**config.mk**
```make
export PLATFORM = sky130hd
export DESIGN_NAME = cpuTop
export DESIGN_NICKNAME = d
export VERILOG_FILES = /design/src/verilog/cpuPkg.sv /design/src/verilog/ctrlIf.sv /design/src/verilog/cpuTop.sv /design/src/verilog/pipeReg.sv /design/src/verilog/pipeCtrl.sv /design/src/verilog/fetch.sv /design/src/verilog/decode.sv /design/src/verilog/ex.sv /design/src/verilog/alu.sv
export SDC_FILE = /design/constraint.sdc
export NUM_CORES = 1
export LEC_CHECK = 0
export ABC_AREA = 1
export BUFFER_PORTS_ARGS = -buffer_cell sky130_fd_sc_hd__buf_4
export CAP_MARGIN = 15
export CORE_ASPECT_RATIO = 1.25
export CORE_UTILIZATION = 56
export CTS_CLUSTER_DIAMETER = 100
export DETAILED_ROUTE_END_ITERATION = 10
export GPL_TIMING_DRIVEN = 0
export PLACE_DENSITY_LB_ADDON = 0.05
export RECOVER_POWER = 100
export REMOVE_ABC_BUFFERS = 1
export SYNTH_ARGS = -nofsm -noshare
export SYNTH_HDL_FRONTEND = slang
export SYNTH_SLANG_ARGS = --single-unit
```
**constraint.sdc**
```tcl
create_clock -name clk -period 2.85 [get_ports clk]
set_input_delay 0.1425 -clock clk [delete_from_list [all_inputs] [get_ports clk]]
set_output_delay 0.1425 -clock clk [all_outputs]
set_load 0.02 [all_outputs]
```
**src/verilog/cpuPkg.sv**
```systemverilog
package cpuPkg;

	// instruction word, opcode field on top
	localparam int instrW = 16;

	// opcodes, unknown codes decode as NOP
	typedef enum logic [5:0] {
		NOP   = 6'h00,
		LDA   = 6'h01,
		LDB   = 6'h02,
		LDCA  = 6'h03,
		LDCB  = 6'h04,
		STA   = 6'h05,
		STB   = 6'h06,
		ADDA  = 6'h07,
		ADDB  = 6'h08,
		ADDCA = 6'h09,
		ADDCB = 6'h0A,
		SUBA  = 6'h0B,
		SUBB  = 6'h0C,
		SUBCA = 6'h0D,
		SUBCB = 6'h0E,
		ANDA  = 6'h0F,
		ANDB  = 6'h10,
		ANDCA = 6'h11,
		ANDCB = 6'h12,
		ORA   = 6'h13,
		ORB   = 6'h14,
		ORCA  = 6'h15,
		ORCB  = 6'h16,
		ASLA  = 6'h17,
		ASRA  = 6'h18,
		JMP   = 6'h19,
		BAEQ  = 6'h1A,
		BANE  = 6'h1B,
		BAMI  = 6'h1C,
		BAPL  = 6'h1D,
		BBEQ  = 6'h1E,
		BBNE  = 6'h1F,
		BBMI  = 6'h20,
		BBPL  = 6'h21
	} opcodeT;

	// accumulator write source and target, applied in WB
	typedef enum logic [2:0] {
		noLoad      = 3'd0,
		loadConstA  = 3'd1,
		loadConstB  = 3'd2,
		loadResultA = 3'd3,
		loadResultB = 3'd4,
		loadMemA    = 3'd5,
		loadMemB    = 3'd6
	} acumCtrlT;

	// bit 0 selects A for operand 1, bit 1 selects B for operand 2
	typedef enum logic [1:0] {
		selConstants   = 2'b00,
		selAcumAConstB = 2'b01,
		selConstAAcumB = 2'b10,
		selAcumAB      = 2'b11
	} muxSelT;

	typedef struct packed {
		logic [instrW-1:0] instruction;
		logic [9:0] pc;
	} ifIdT;

	typedef struct packed {
		logic [7:0] acumA;
		logic [7:0] acumB;
		logic [7:0] constant;
		muxSelT muxSel;
		opcodeT op;
		logic [9:0] target;
		acumCtrlT acumCtrl;
		logic isStore;
		logic isLoad;
	} idExT;

	typedef struct packed {
		logic [7:0] result;
		acumCtrlT acumCtrl;
	} exWbT;

endpackage
```
**src/verilog/ctrlIf.sv**
```systemverilog
`timescale 1ns/100ps

interface ctrlIf;
	import cpuPkg::*;

	// hold IF and ID, bubble into EX
	logic stall;
	// taken branch kills the two younger instructions
	logic flushId;
	logic flushEx;

	// opcode sitting in ID
	opcodeT idOp;
	// write target of the instruction in EX, already gated by its valid
	acumCtrlT exAcumCtrl;
	logic exValid;
	// branch or JMP resolved in EX
	logic branchTaken;

	modport ctrl (
		output stall,
		output flushId,
		output flushEx,
		input idOp,
		input exAcumCtrl,
		input exValid,
		input branchTaken
	);

	modport stage (
		input stall,
		input flushId,
		input flushEx,
		output idOp,
		output exAcumCtrl,
		output exValid,
		output branchTaken
	);

endinterface

```
**src/verilog/cpuTop.sv**
```systemverilog
`timescale 1ns/100ps

module cpuTop #(
	parameter int dataW = 8,
	parameter int addrW = 10,
	parameter int resetPc = 0
) (
	input logic clk,
	input logic arstN,
	output logic [addrW-1:0] instrAddr,
	input logic [cpuPkg::instrW-1:0] instrData,
	output logic [addrW-1:0] dataAddr,
	output logic dataRd,
	output logic dataWr,
	output logic [dataW-1:0] dataWrData,
	input logic [dataW-1:0] dataRdData
);
	import cpuPkg::*;

	ifIdT ifIdD;
	ifIdT ifIdQ;
	logic ifIdValid;
	idExT idExD;
	idExT idExQ;
	exWbT exWbD;
	exWbT exWbQ;
	logic exWbValid;

	ctrlIf ctrlBus ();

	// fetched word tagged with its own address
	assign ifIdD = '{instruction: instrData, pc: instrAddr};
	assign ctrlBus.exAcumCtrl = exWbD.acumCtrl;

	pipeCtrl uPipeCtrl (
		.clk(clk),
		.arstN(arstN),
		.ctrl(ctrlBus)
	);

	fetch #(
		.addrW(addrW),
		.resetPc(resetPc)
	) uFetch (
		.clk(clk),
		.arstN(arstN),
		.ctrl(ctrlBus),
		.redirect(ctrlBus.branchTaken),
		.redirectAddr(idExQ.target),
		.instrAddr(instrAddr)
	);

	// IF/ID, held on stall
	pipeReg #(
		.payloadT(ifIdT)
	) uIfIdReg (
		.clk(clk),
		.arstN(arstN),
		.hold(ctrlBus.stall),
		.flush(ctrlBus.flushId),
		.dIn(ifIdD),
		.dValid(1'b1),
		.q(ifIdQ),
		.qValid(ifIdValid)
	);

	decode #(
		.dataW(dataW),
		.addrW(addrW)
	) uDecode (
		.clk(clk),
		.arstN(arstN),
		.ifId(ifIdQ),
		.wb(exWbQ),
		.wbValid(exWbValid),
		.dataRdData(dataRdData),
		.idOp(ctrlBus.idOp),
		.idEx(idExD)
	);

	// ID/EX, flushEx also carries the stall bubble
	pipeReg #(
		.payloadT(idExT)
	) uIdExReg (
		.clk(clk),
		.arstN(arstN),
		.hold(1'b0),
		.flush(ctrlBus.flushEx),
		.dIn(idExD),
		.dValid(ifIdValid),
		.q(idExQ),
		.qValid(ctrlBus.exValid)
	);

	ex #(
		.dataW(dataW),
		.addrW(addrW)
	) uEx (
		.idEx(idExQ),
		.exValid(ctrlBus.exValid),
		.redirect(ctrlBus.branchTaken),
		.exWb(exWbD),
		.dataAddr(dataAddr),
		.dataRd(dataRd),
		.dataWr(dataWr),
		.dataWrData(dataWrData)
	);

	// EX/WB, never stalled
	pipeReg #(
		.payloadT(exWbT)
	) uExWbReg (
		.clk(clk),
		.arstN(arstN),
		.hold(1'b0),
		.flush(1'b0),
		.dIn(exWbD),
		.dValid(ctrlBus.exValid),
		.q(exWbQ),
		.qValid(exWbValid)
	);

endmodule

```
**src/verilog/pipeReg.sv**
```systemverilog
`timescale 1ns/100ps

module pipeReg #(
	parameter type payloadT = logic
) (
	input logic clk,
	input logic arstN,
	input logic hold,
	input logic flush,
	input payloadT dIn,
	input logic dValid,
	output payloadT q,
	output logic qValid
);

	// flush beats hold, hold beats load
	// payload cleared on reset so a zero opcode decodes as NOP
	always_ff @(posedge clk or negedge arstN) begin
		if (!arstN) begin
			q <= '0;
			qValid <= 1'b0;
		end else if (flush) begin
			qValid <= 1'b0;
		end else if (!hold) begin
			q <= dIn;
			qValid <= dValid;
		end
	end

endmodule

```
**src/verilog/pipeCtrl.sv**
```systemverilog
`timescale 1ns/100ps

module pipeCtrl (
	input logic clk,
	input logic arstN,
	ctrlIf.ctrl ctrl
);
	import cpuPkg::*;

	logic readsA;
	logic readsB;
	logic writesA;
	logic writesB;
	logic hazard;
	logic stalledQ;

	// accumulators the ID instruction reads
	assign readsA = ctrl.idOp inside {STA, ADDA, ADDB, SUBA, SUBB, ANDA, ANDB, ORA, ORB,
		ADDCA, SUBCA, ANDCA, ORCA, ASLA, ASRA, BAEQ, BANE, BAMI, BAPL};
	assign readsB = ctrl.idOp inside {STB, ADDA, ADDB, SUBA, SUBB, ANDA, ANDB, ORA, ORB,
		ADDCB, SUBCB, ANDCB, ORCB, BBEQ, BBNE, BBMI, BBPL};

	// accumulator the EX instruction will write in WB
	assign writesA = ctrl.exAcumCtrl inside {loadConstA, loadResultA, loadMemA};
	assign writesB = ctrl.exAcumCtrl inside {loadConstB, loadResultB, loadMemB};

	// one cycle later the producer is in WB and write-through covers it
	assign hazard = ctrl.exValid && ((readsA && writesA) || (readsB && writesB));
	assign ctrl.stall = hazard && !stalledQ;

	// taken branch kills ID and EX, a stall leaves a bubble in EX
	assign ctrl.flushId = ctrl.branchTaken;
	assign ctrl.flushEx = ctrl.branchTaken | ctrl.stall;

	// stall released after a single cycle
	always_ff @(posedge clk or negedge arstN) begin
		if (!arstN) begin
			stalledQ <= 1'b0;
		end else begin
			stalledQ <= ctrl.stall;
		end
	end

endmodule

```
**src/verilog/fetch.sv**
```systemverilog
`timescale 1ns/100ps

module fetch #(
	parameter int addrW = 10,
	parameter int resetPc = 0
) (
	input logic clk,
	input logic arstN,
	ctrlIf.stage ctrl,
	input logic redirect,
	input logic [addrW-1:0] redirectAddr,
	output logic [addrW-1:0] instrAddr
);

	logic [addrW-1:0] pcQ;

	// redirect first, then stall hold, else next word
	always_ff @(posedge clk or negedge arstN) begin
		if (!arstN) begin
			pcQ <= addrW'(resetPc);
		end else if (redirect) begin
			pcQ <= redirectAddr;
		end else if (!ctrl.stall) begin
			pcQ <= pcQ + addrW'(1);
		end
	end

	// instruction memory answers combinationally on this address
	assign instrAddr = pcQ;

endmodule

```
**src/verilog/decode.sv**
```systemverilog
`timescale 1ns/100ps

module decode #(
	parameter int dataW = 8,
	parameter int addrW = 10
) (
	input logic clk,
	input logic arstN,
	input cpuPkg::ifIdT ifId,
	input cpuPkg::exWbT wb,
	input logic wbValid,
	input logic [dataW-1:0] dataRdData,
	output cpuPkg::opcodeT idOp,
	output cpuPkg::idExT idEx
);
	import cpuPkg::*;

	logic [dataW-1:0] acumAQ;
	logic [dataW-1:0] acumBQ;
	logic [dataW-1:0] wbData;
	logic wrA;
	logic wrB;
	opcodeT rawOp;
	opcodeT op;
	muxSelT muxSel;
	acumCtrlT acumCtrl;
	logic isStore;
	logic isLoad;
	logic [addrW-1:0] absAddr;
	logic [addrW-1:0] nextPc;
	logic [addrW-1:0] relTarget;
	logic [4:0] offMag;

	// opcode on top, 10 bits of info below
	assign rawOp = opcodeT'(ifId.instruction[15:10]);
	assign absAddr = ifId.instruction[addrW-1:0];

	// relative offset is sign-magnitude, bit 5 is the sign
	assign offMag = ifId.instruction[4:0];
	assign nextPc = ifId.pc + addrW'(1);
	assign relTarget = ifId.instruction[5] ? nextPc - addrW'(offMag) : nextPc + addrW'(offMag);

	always_comb begin
		op = rawOp;
		muxSel = selConstants;
		acumCtrl = noLoad;
		isStore = 1'b0;
		isLoad = 1'b0;
		case (rawOp)
			NOP, JMP: muxSel = selConstants;
			LDA: begin
				acumCtrl = loadMemA;
				isLoad = 1'b1;
			end
			LDB: begin
				acumCtrl = loadMemB;
				isLoad = 1'b1;
			end
			LDCA: acumCtrl = loadConstA;
			LDCB: acumCtrl = loadConstB;
			// both accumulators on the operands, ex picks the stored one
			STA, STB: begin
				muxSel = selAcumAB;
				isStore = 1'b1;
			end
			ADDA, SUBA, ANDA, ORA, ASLA, ASRA: begin
				muxSel = selAcumAB;
				acumCtrl = loadResultA;
			end
			ADDB, SUBB, ANDB, ORB: begin
				muxSel = selAcumAB;
				acumCtrl = loadResultB;
			end
			ADDCA, SUBCA, ANDCA, ORCA: begin
				muxSel = selAcumAConstB;
				acumCtrl = loadResultA;
			end
			ADDCB, SUBCB, ANDCB, ORCB: begin
				muxSel = selConstAAcumB;
				acumCtrl = loadResultB;
			end
			// alu needs the tested accumulator
			BAEQ, BANE, BAMI, BAPL, BBEQ, BBNE, BBMI, BBPL: muxSel = selAcumAB;
			default: op = NOP;
		endcase
	end

	// WB side, memory byte or alu result
	assign wrA = wbValid && (wb.acumCtrl inside {loadConstA, loadResultA, loadMemA});
	assign wrB = wbValid && (wb.acumCtrl inside {loadConstB, loadResultB, loadMemB});
	assign wbData = (wb.acumCtrl inside {loadMemA, loadMemB}) ? dataRdData : wb.result;

	always_ff @(posedge clk or negedge arstN) begin
		if (!arstN) begin
			acumAQ <= '0;
			acumBQ <= '0;
		end else begin
			if (wrA) acumAQ <= wbData;
			if (wrB) acumBQ <= wbData;
		end
	end

	assign idOp = op;

	always_comb begin
		// write-through so ID sees the byte being written this cycle
		idEx.acumA = wrA ? wbData : acumAQ;
		idEx.acumB = wrB ? wbData : acumBQ;
		idEx.constant = ifId.instruction[7:0];
		idEx.muxSel = muxSel;
		idEx.op = op;
		// absolute for jumps and memory access, else pc-relative
		idEx.target = (op inside {JMP, LDA, LDB, STA, STB}) ? absAddr : relTarget;
		idEx.acumCtrl = acumCtrl;
		idEx.isStore = isStore;
		idEx.isLoad = isLoad;
	end

endmodule

```
**src/verilog/ex.sv**
```systemverilog
`timescale 1ns/100ps

module ex #(
	parameter int dataW = 8,
	parameter int addrW = 10
) (
	input cpuPkg::idExT idEx,
	input logic exValid,
	output logic redirect,
	output cpuPkg::exWbT exWb,
	output logic [addrW-1:0] dataAddr,
	output logic dataRd,
	output logic dataWr,
	output logic [dataW-1:0] dataWrData
);
	import cpuPkg::*;

	logic [dataW-1:0] oper1;
	logic [dataW-1:0] oper2;
	logic [dataW-1:0] aluResult;
	logic aluBranch;

	// operand muxes, accumulator or the instruction constant
	assign oper1 = idEx.muxSel[0] ? idEx.acumA : idEx.constant;
	assign oper2 = idEx.muxSel[1] ? idEx.acumB : idEx.constant;

	alu #(
		.dataW(dataW)
	) aluEx (
		.oper1(oper1),
		.oper2(oper2),
		.op(idEx.op),
		.result(aluResult),
		.branchTaken(aluBranch)
	);

	// a bubble must not branch, write or touch memory
	assign redirect = exValid & aluBranch;
	assign exWb.result = aluResult;
	assign exWb.acumCtrl = exValid ? idEx.acumCtrl : noLoad;

	// one address field serves memory access and the branch target
	assign dataAddr = idEx.target;
	assign dataRd = exValid & idEx.isLoad;
	assign dataWr = exValid & idEx.isStore;
	assign dataWrData = (idEx.op == STB) ? oper2 : oper1;

endmodule

```
**src/verilog/alu.sv**
```systemverilog
`timescale 1ns/100ps

module alu #(
	parameter int dataW = 8
) (
	input logic [dataW-1:0] oper1,
	input logic [dataW-1:0] oper2,
	input cpuPkg::opcodeT op,
	output logic [dataW-1:0] result,
	output logic branchTaken
);
	import cpuPkg::*;

	logic zeroA;
	logic zeroB;

	// branch flags, A rides on oper1 and B on oper2
	assign zeroA = (oper1 == '0);
	assign zeroB = (oper2 == '0);

	always_comb begin
		result = '0;
		case (op)
			// constant passes through for a direct load
			LDCA, LDCB: result = oper1;
			// modulo 2^dataW, no carry kept
			ADDA, ADDB, ADDCA, ADDCB: result = oper1 + oper2;
			SUBA, SUBB, SUBCA: result = oper1 - oper2;
			// B sits on oper2 here, constant on oper1
			SUBCB: result = oper2 - oper1;
			ANDA, ANDB, ANDCA, ANDCB: result = oper1 & oper2;
			ORA, ORB, ORCA, ORCB: result = oper1 | oper2;
			// zero fill both ways
			ASLA: result = oper1 << 1;
			ASRA: result = oper1 >> 1;
			default: result = '0;
		endcase
	end

	always_comb begin
		case (op)
			JMP: branchTaken = 1'b1;
			BAEQ: branchTaken = zeroA;
			BANE: branchTaken = !zeroA;
			// sign bit is the msb
			BAMI: branchTaken = oper1[dataW-1];
			BAPL: branchTaken = !oper1[dataW-1];
			BBEQ: branchTaken = zeroB;
			BBNE: branchTaken = !zeroB;
			BBMI: branchTaken = oper2[dataW-1];
			BBPL: branchTaken = !oper2[dataW-1];
			default: branchTaken = 1'b0;
		endcase
	end

endmodule

```
# Yosys cells after proc, flatten, opt, wreduce, memory -nomap -nowiden
# Index checks and enable logic that the tools add are counted.
[totals]
ff_bits = 114
inputBits = 26
elab_cells = 200
[op_classes]
n_addsub = 7
n_eq_ne = 107
mux = 21
bitwise_logic = 8
reduce_logical = 37
[op_table]
columns = ["cell", "n"]
rows = [
  ["$eq A6 B5 Y1 const B", 48],
  ["$eq A6 B4 Y1 const B", 24],
  ["$pmux W8 S8", 1],
  ["$eq A6 B3 Y1 const B", 10],
  ["$mux W8", 6],
  ["$mux W10", 4],
  ["$eq A6 B6 Y1 const B", 6],
  ["$reduce_or A34 Y1", 1],
  ["$eq A6 B2 Y1 const B", 4],
  ["$add A10 B1 Y10 const B", 2],
  ["$reduce_or A20 Y1", 1],
  ["$reduce_or A4 Y1", 5],
  ["$reduce_bool A19 Y1", 1],
  ["$eq A3 B3 Y1 const B", 6],
  ["$pmux W3 S6", 1],
  ["$reduce_bool A17 Y1", 1],
  ["$logic_not A8 Y1", 2],
  ["$sub A8 B8 Y8", 2],
  ["$eq A3 B2 Y1 const B", 4],
  ["$eq A6 B1 Y1 const B", 2],
  ["$reduce_bool A3 Y1", 4],
  ["$add A10 B5 Y10", 1],
  ["$reduce_or A10 Y1", 1],
  ["$sub A10 B5 Y10", 1],
  ["other kinds (23)", 42],
]

# Logic depth before layout (Yosys ltp)
# Gate-level depths: netlist of the first run.
[logic_depth]
ltp_word = 11
depth_mapped = 19
depth_no_buf = 19

# Worst setup path before layout of the first run
# Ideal clock, no wire load.
[synth_path]
path_type = "reg-to-reg"
start = "register uIdExReg.q[21] (netlist name)"
end = "register uExWbReg.q[9] (netlist name)"
setup_ns = 0.129
arrival_ns = 2.765
required_ns = 2.721
slack_ns = -0.044
path_stages_with_launch = 17
period_less_slack_ns = 2.894
cell_sequence = "dfrtp_1 buf_4 buf_6 o21ai_0 ha_1 inv_1 o21ai_0 fa_1 inv_1 nand2_1 a21boi_0 o21a_1 o21ai_0 nand2_1 nand2_1 nand3_1 nand3_1"
[synth_lines]
columns = ["element", "line", "source"]
rows = [
  ["from (decl)", "pipeReg.sv:12", "output payloadT q,"],
  ["from (signal assigned)", "pipeReg.sv:25", "q <= dIn;"],
  ["to (signal assigned)", "pipeReg.sv:25", ""],
  ["to (decl)", "pipeReg.sv:12", ""],
]

==> results of run 1 <==
## final timing paths
kind                                start  slack, ns  cells past startpoint           endpoint
max reg2reg                uIdExReg.q[21]       0.01                     14      uExWbReg.q[9]
min in group asynchronous           arstN       0.45                      2     uIdExReg.q[39]
min                         dataRdData[4]       0.12                      3  uDecode.acumAQ[4]
max in group asynchronous           arstN       0.69                      3     uIdExReg.q[21]
min reg2reg                 uIdExReg.q[1]       0.47                      2      uIdExReg.q[1]
max                        uIdExReg.q[21]       0.01                     14      uExWbReg.q[9]
## logic make-up (layout without fill, tap and decap cells)
kind of cell / Yosys count / after routing / synth area share, %
multiplexers: 8 / 8 / 0.9742
AO/OA/AOI/OAI: 130 / 130 / 9.087
AND/OR/NAND/NOR: 657 / 659 / 34.06
buffers and inverters: 185 / 270 / 10.87
flip-flops: 114 / 114 / 34.70
XOR/XNOR: 27 / 27 / 2.877
adder cells (fa/ha/maj): 47 / 47 / 7.428
## Yosys cell counts, types with 8 or more instances
master / n / share of area, %
nor3_1: 9 / 0.55
buf_2: 9 / 0.55
nand3b_1: 14 / 1.3
ha_1: 44 / 6.7
nor2_1: 73 / 3.3
nand2_1: 383 / 17
dfrtp_1: 114 / 35
xor2_1: 22 / 2.3
nand3_1: 153 / 9.3
inv_2: 8 / 0.37
inv_1: 122 / 5.6
mux2i_1: 8 / 0.97
a21oi_1: 27 / 1.6
buf_4: 22 / 2.0
o21ai_0: 60 / 3.7
buf_6: 14 / 1.9
o22ai_1: 9 / 0.68
## critical path, delay by kind of cell, from the launching register on
family | cells | cell delay (ns)
adders and majority gates | 1 | 0.30
buffers and inverters | 3 | 0.45
and+or+nand+nor | 5 | 0.54
xor gates and xnor gates | 1 | 0.17
AOI/OAI and AO/OA | 4 | 0.69
DFF | 1 | 0.54
## state kept, by name, indices dropped and copies added, names as in the netlist
| register | cells |
|---|---|
| uDecode.acumAQ | 8 |
| uIdExReg.q | 47 |
| uIfIdReg.q | 26 |
| uPipeCtrl.stalledQ | 1 |
| uIdExReg.qValid | 1 |
| uDecode.acumBQ | 8 |
| uExWbReg.q | 11 |
| uFetch.instrAddr | 10 |
| uIfIdReg.qValid | 1 |
| uExWbReg.qValid | 1 |
## what timing repair did
action	CTS	global route
hold endpoints to repair	59	0
buffers inserted	11	11
resized for setup	28	31
hold buffers	17	0
cloned	2	6
pin swaps	6	10
setup endpoints to repair	92	84
## per-layer routing
layer / global-route usage, % / part of all wire, % / vias to the layer above
met4: 14.40 / 3.6 / 0
met2: 55.11 / 51 / 226
li1: - / - / 3916
met1: 35.95 / 41 / 3689
met3: 4.967 / 4.3 / 53
met5: 0 / 0 / -
## through the flow
stage | TNS [ns] | std cells | worst slack (ns) | cell area [µm²]
3_5_place_dp | -133.49 | 1353 | -1.732 | 8572
2_1_floorplan | -99.46 | 1115 | -1.275 | 7823
3_3_place_gp | -262.00 | 1348 | -3.179 | 8458
5_1_grt | -0.2606 | 1433 | -0.09820 | 9791
6_report | 0 | 1433 | 0.01222 | 9791
4_1_cts | 0 | 1415 | 0.001354 | 9602
## area by class of cell
type	instances	area, µm²	area share (%)
Multi-Input combinational cell	871	4690	47.90
Sequential cell	114	2861	29.23
Timing Repair Buffer	106	920.9	9.406
Inverter	132	495.5	5.061
Clock buffer	19	452.9	4.626
Tap cell	178	222.7	2.275
Clock inverter	13	147.6	1.508
==> results.toml, run 1 <==
[sta]
finalSetupViolations = 0
tightest_slew_ns = 1.194
fin_crit_sh_pct = 99.57
slew_viol_final = 0
slew_headroom_pct = 20.38
rsz0062_at_grt = "yes"
hold_viol_final = 0
fin_crit_ns = 2.838
finalClockSkew_ns = 0.01026
fmax_ghz = 0.3524
holdWs_ns = 0.1218

[synth]
synth_async_sr_flop_share_pct = 100.0
synth_seq_cells = 114
synthCells = 1168
synth_cell_types = 44
synth-edff-count = 0
syn_area_mm2 = 0.008220
synth_area_per_cell_um2 = 7.038
synth_ff_type = "dfrtp_1"
yosysWarnings = 0
ys_seq_area_share_pct = 34.70

[clock_tree]
numCtsBuffers = 17
clk_latency_ns = 0.42
cts_max_path_buffers = 2
cts.sinks = 114
cts.clk_slew.worst_paths_ns = 0.06
h-tree-depth = 4
cts_tree = "done"
root_buffer = "clkbuf_16"

[final_layout]
nets = 1315
fill_cells = 1265
mostFrequentLayoutCell = "nand2_1"
area_growth_pct = 19.10
layout_common_cells = "378 x nand2_1, 149 x nand3_1, 121 x inv_1"
diodes = 0
final_util_pct = 68.25
drive_above_1_share_pct = 12.91

[global_route]
grt_pass1_vias = 7270
gr-usage-all-layers_pct = 30.98
grt_max_degree = 72
antenna_found_initial = 0
grt_pass1_wl_um = 35620
overflow = 0

[setup_path]
required_ns = 3.12
critPathMaxStageDelay_ns = 0.54
cpMostUsedCell = "buf_4"
path_class = "reg2reg"
crit_slowest_cell = "dfrtp_4"
cp_max_fo = 7
cp.arrival_ns = 3.10
start_kind = "flop"
cp-end-kind = "flop"
cp_cell_sequence = "buf_4 -> o21ai_4 -> buf_4 -> buf_4 -> nand3_2 -> nand2_1 -> xor2_1 -> ha_1 -> a21boi_2 -> o21a_1 -> o21ai_2 -> nand3b_1 -> nand3_1 -> nand3_2"

[detailed_routing]
dr.first_iter.drc_count = 540
firstDrtPassIters = 6
drt-wirelength-per-cell_um = 16.41
ant_nets = 0
vias = 7884
avgViaCountPerCell = 5.502
drc = 0
wl_um = 23520

[run_status]
status = "finished clean"

[die]
core_mm2 = 0.01435
chipWidth_um = 110.4
ioPinCount = 56
initial_core_util_pct = 57.30
die_area_mm2 = 0.01517
die_h_um = 137.5
rows = 49

[hold_path]
hold_class = "in2reg"

[run]
maxCapViolCount = 0

[placed_design]
gp_congestion = 0.9352
io_buffer_count = 55
detailed_place_hpwl_um = 14570
Power of run 1 is left out: the tool's default activity adds up to more than one toggle a clock period on the data nets, which glitch-free logic cannot reach.
==> inputs of run 2 (changes only) <==
==> constraint.sdc (replaced) <==
create_clock -name clk -period 2.85 [get_ports clk]
set_input_delay 0.1425 -clock clk [delete_from_list [all_inputs] [get_ports clk]]
set_output_delay 0.1425 -clock clk [all_outputs]
set_load 0.1 [all_outputs]
==> run 2 against run 1 <==
  * Clock skew fell by 0.00066 ns
  * Highest routed layer unchanged
  * Via count grew 0.65%
  * Wire length rose by 0.36%
  * Final area hardly changed
==> results.toml, run 2 (synthesis gave the netlist of run 1 again) <==
[detailed_routing]
drt-wirelength-per-cell_um = 16.47
dr.first_iter.drc_count = 542
wl_um = 23600
ant_nets = 0
firstDrtPassIters = 5
drc = 0
vias = 7935
avgViaCountPerCell = 5.537

[global_route]
antenna_found_initial = 0
use_met3_pct = 4.967
grt.busiest_layer = "met2"
grt_pass1_vias = 7289
grt_pass1_wl_um = 35600
overflow = 0
gr-usage-all-layers_pct = 30.95
grt_max_degree = 72
use_met2_pct = 54.97
met1_usage_pct = 35.76

[clock_tree]
cts.sinks = 114
cts.clk_slew.worst_paths_ns = 0.06
numCtsBuffers = 17
h-tree-depth = 4
clk_latency_ns = 0.42
cts_max_path_buffers = 2
cts_tree = "done"
root_buffer = "clkbuf_16"

[setup_path]
ff2ff_setup_slack_ns = 0.02
cp-end-kind = "flop"
start_kind = "flop"
ff2ff_path_depth = 15
cp.arrival_ns = 3.12
required_ns = 3.14
path_class = "reg2reg"
cp_max_fo = 7
reg2reg_to = "uExWbReg.q[10]"
timing.rr.start = "uIdExReg.q[21]"

[sta]
tightest_slew_ns = 1.193
slew_viol_final = 0
hold_viol_final = 0
slew_headroom_pct = 20.45
finalClockSkew_ns = 0.009603
fin_crit_sh_pct = 99.23
holdWs_ns = 0.1171
fin_crit_ns = 2.828
rsz0062_at_grt = "yes"
finalSetupViolations = 0
fmax_ghz = 0.3536

[final_layout]
final_cell_area_mm2 = 0.009797
layout_common_cells = "378 x nand2_1, 149 x nand3_1, 121 x inv_1"
nets = 1315
fill_cells = 1262
mostFrequentLayoutCell = "nand2_1"
regMostFlops = "uIdExReg.q"
drive_above_1_share_pct = 12.99
diodes = 0
largest_registers = "uIdExReg.q: 47 flops, uIfIdReg.q: 26 flops, uExWbReg.q: 11 flops"
instances_no_fill = 1433
area_growth_pct = 19.18
largest_register_ffs = 47

[die]
core_mm2 = 0.01435
rows = 49
die_h_um = 137.5
die_area_mm2 = 0.01517
chipWidth_um = 110.4
ioPinCount = 56
initial_core_util_pct = 57.30

[placed_design]
gp_congestion = 0.9352
detailed_place_hpwl_um = 14570
dp_cells = 1353
io_buffer_count = 55
dpl_cell_area_mm2 = 0.008572

[hold_path]
hold_class = "in2reg"
whs_endpoint = "uDecode.acumAQ[4]"
hp-start = "dataRdData[4]"
hold_depth = 3

[run_status]
status = "finished clean"

[run]
maxCapViolCount = 0
run 2: changes by cell type in the layout (fill, tap and decap cells not counted):
cell and delta:
clkbuf_2 +1, buf_4 +1, nor4_4 +1, buf_6 -1
clkbuf_1 -1, nor4_2 -1
run 2: area by class of cell:
type | instances | area (µm²) | share of cell area, %
multi-input combinational | 871 | 4698 | 47.96
inverter | 132 | 495.5 | 5.057
tap | 178 | 222.7 | 2.273
sequential | 114 | 2861 | 29.21
clock buffer | 19 | 452.9 | 4.623
timing repair buffer | 106 | 918.4 | 9.374
clock inverter | 13 | 147.6 | 1.507
run 2: worst max-delay path, stage by stage (launching register included):
cell and delay (ns):
dfrtp_4 0.54, buf_4 0.16, o21ai_4 0.17, buf_4 0.16, buf_4 0.13, nand3_2 0.10, nor3_2 0.17, nor2_1 0.09
xor2_1 0.15, ha_1 0.36, nand2_1 0.09, o21ai_0 0.15, a21oi_1 0.06, nand3b_1 0.15, nand3_1 0.12, nand3_1 0.09
run 2: how the worst max path moves through the flow:
stage	start	to	slack, ns	cells after the start
finish	uIdExReg.q[21]	uExWbReg.q[10]	0.02	15
global route	uIdExReg.q[21]	uExWbReg.q[7]	-0.1	14
CTS	uIdExReg.q[21]	uExWbReg.q[10]	0.001	15
detailed placement	uIdExReg.q[21]	uIdExReg.q[21]	-1.73	15
global placement	uIdExReg.q[21]	uIdExReg.q[20]	-3.18	13
floorplan	uIdExReg.q[21]	uIdExReg.q[12]	-1.28	13
run 2: per-layer routing:
layer | up-vias | wire length, µm
met2 | 256 | 11980
li1 | 3916 | -
met3 | 62 | 1076
met5 | - | 0
met4 | 0 | 856
met1 | 3701 | 9686
run 2: repair_timing:
item	4_1_cts	5_1_grt
pin swaps	6	10
gates resized for setup	29	30
setup endpoints to repair	93	80
hold buffers	17	0
gates cloned	2	6
setup buffers	11	11
hold endpoints to repair	59	0
run 2: through the flow:
step,setup slack [ns],setup TNS (ns),util [%]
detailed placement,-1.732,-133.49,59.75
floorplan,-1.275,-102.79,-
finish,0.02184,0,68.29
global route,-0.09791,-0.2576,68.29
CTS,0.001354,0,66.99
global placement,-3.179,-262.63,58.96
Power of run 2 is left out for the same reason.
==> inputs of run 3 (changes only) <==
--- a/config.mk
+++ b/config.mk
@@ -8,14 +8,13 @@
 export ABC_AREA = 1
 export BUFFER_PORTS_ARGS = -buffer_cell sky130_fd_sc_hd__buf_4
 export CAP_MARGIN = 15
-export CORE_ASPECT_RATIO = 1.25
-export CORE_UTILIZATION = 56
 export CTS_CLUSTER_DIAMETER = 100
 export DETAILED_ROUTE_END_ITERATION = 10
 export GPL_TIMING_DRIVEN = 0
-export PLACE_DENSITY_LB_ADDON = 0.05
+export MAX_ROUTING_LAYER = met4
 export RECOVER_POWER = 100
 export REMOVE_ABC_BUFFERS = 1
 export SYNTH_ARGS = -nofsm -noshare
 export SYNTH_HDL_FRONTEND = slang
+export SYNTH_HIERARCHICAL = 1
 export SYNTH_SLANG_ARGS = --single-unit
==> run 3 against run 2 <==
  * The run now fails in synthesis
==> results.toml, run 3 <==
[synth]
yosysTopAreaCellShare_pct = 32.84
yosys_area_mm2 = 0.008687
yosysMostFrequentCell = "nand2_1"
synth_cell_types = 49
synthTopCellsByCount = "435 x nand2_1, 144 x inv_1, 114 x dfrtp_1, 113 x o21ai_0, 75 x nand3_1"
yosysCellCount = 1264
synth_top_family_by_area = "simple AND/OR/NAND/NOR gates"
synth_ff_type = "dfrtp_1"
muxShareOfSynthArea_pct = 0
synth_compound_area_share_pct = 12.23
ys_seq_area_share_pct = 32.84
synth_xor_area_share_pct = 2.521
yosys.area.top_type = "dfrtp_1"
synth-edff-count = 0
synth_async_sr_flop_share_pct = 100.0
synth.top_cells.by_area = "dfrtp_1 33%, nand2_1 19%, o21ai_0 6.5%"
yosysWarnings = 0
synthAdderAreaFrac_pct = 7.029
synth_seq_cells = 114
yosys.area_share.simple_pct = 32.19

[run_status]
firstError = "ERROR: Found 11 problems in 'check -assert'."
haltStage = "synthesis"
status = "stopped before the end"
-- run 3: logic make-up after synthesis --
| family | count (synthesis) |
|---|---|
| AOI/OAI and AO/OA | 196 |
| xor gates and xnor gates | 25 |
| adders and majority gates | 47 |
| buffers and inverters | 227 |
| DFF | 114 |
| other | 3 |
| and+or+nand+nor | 652 |
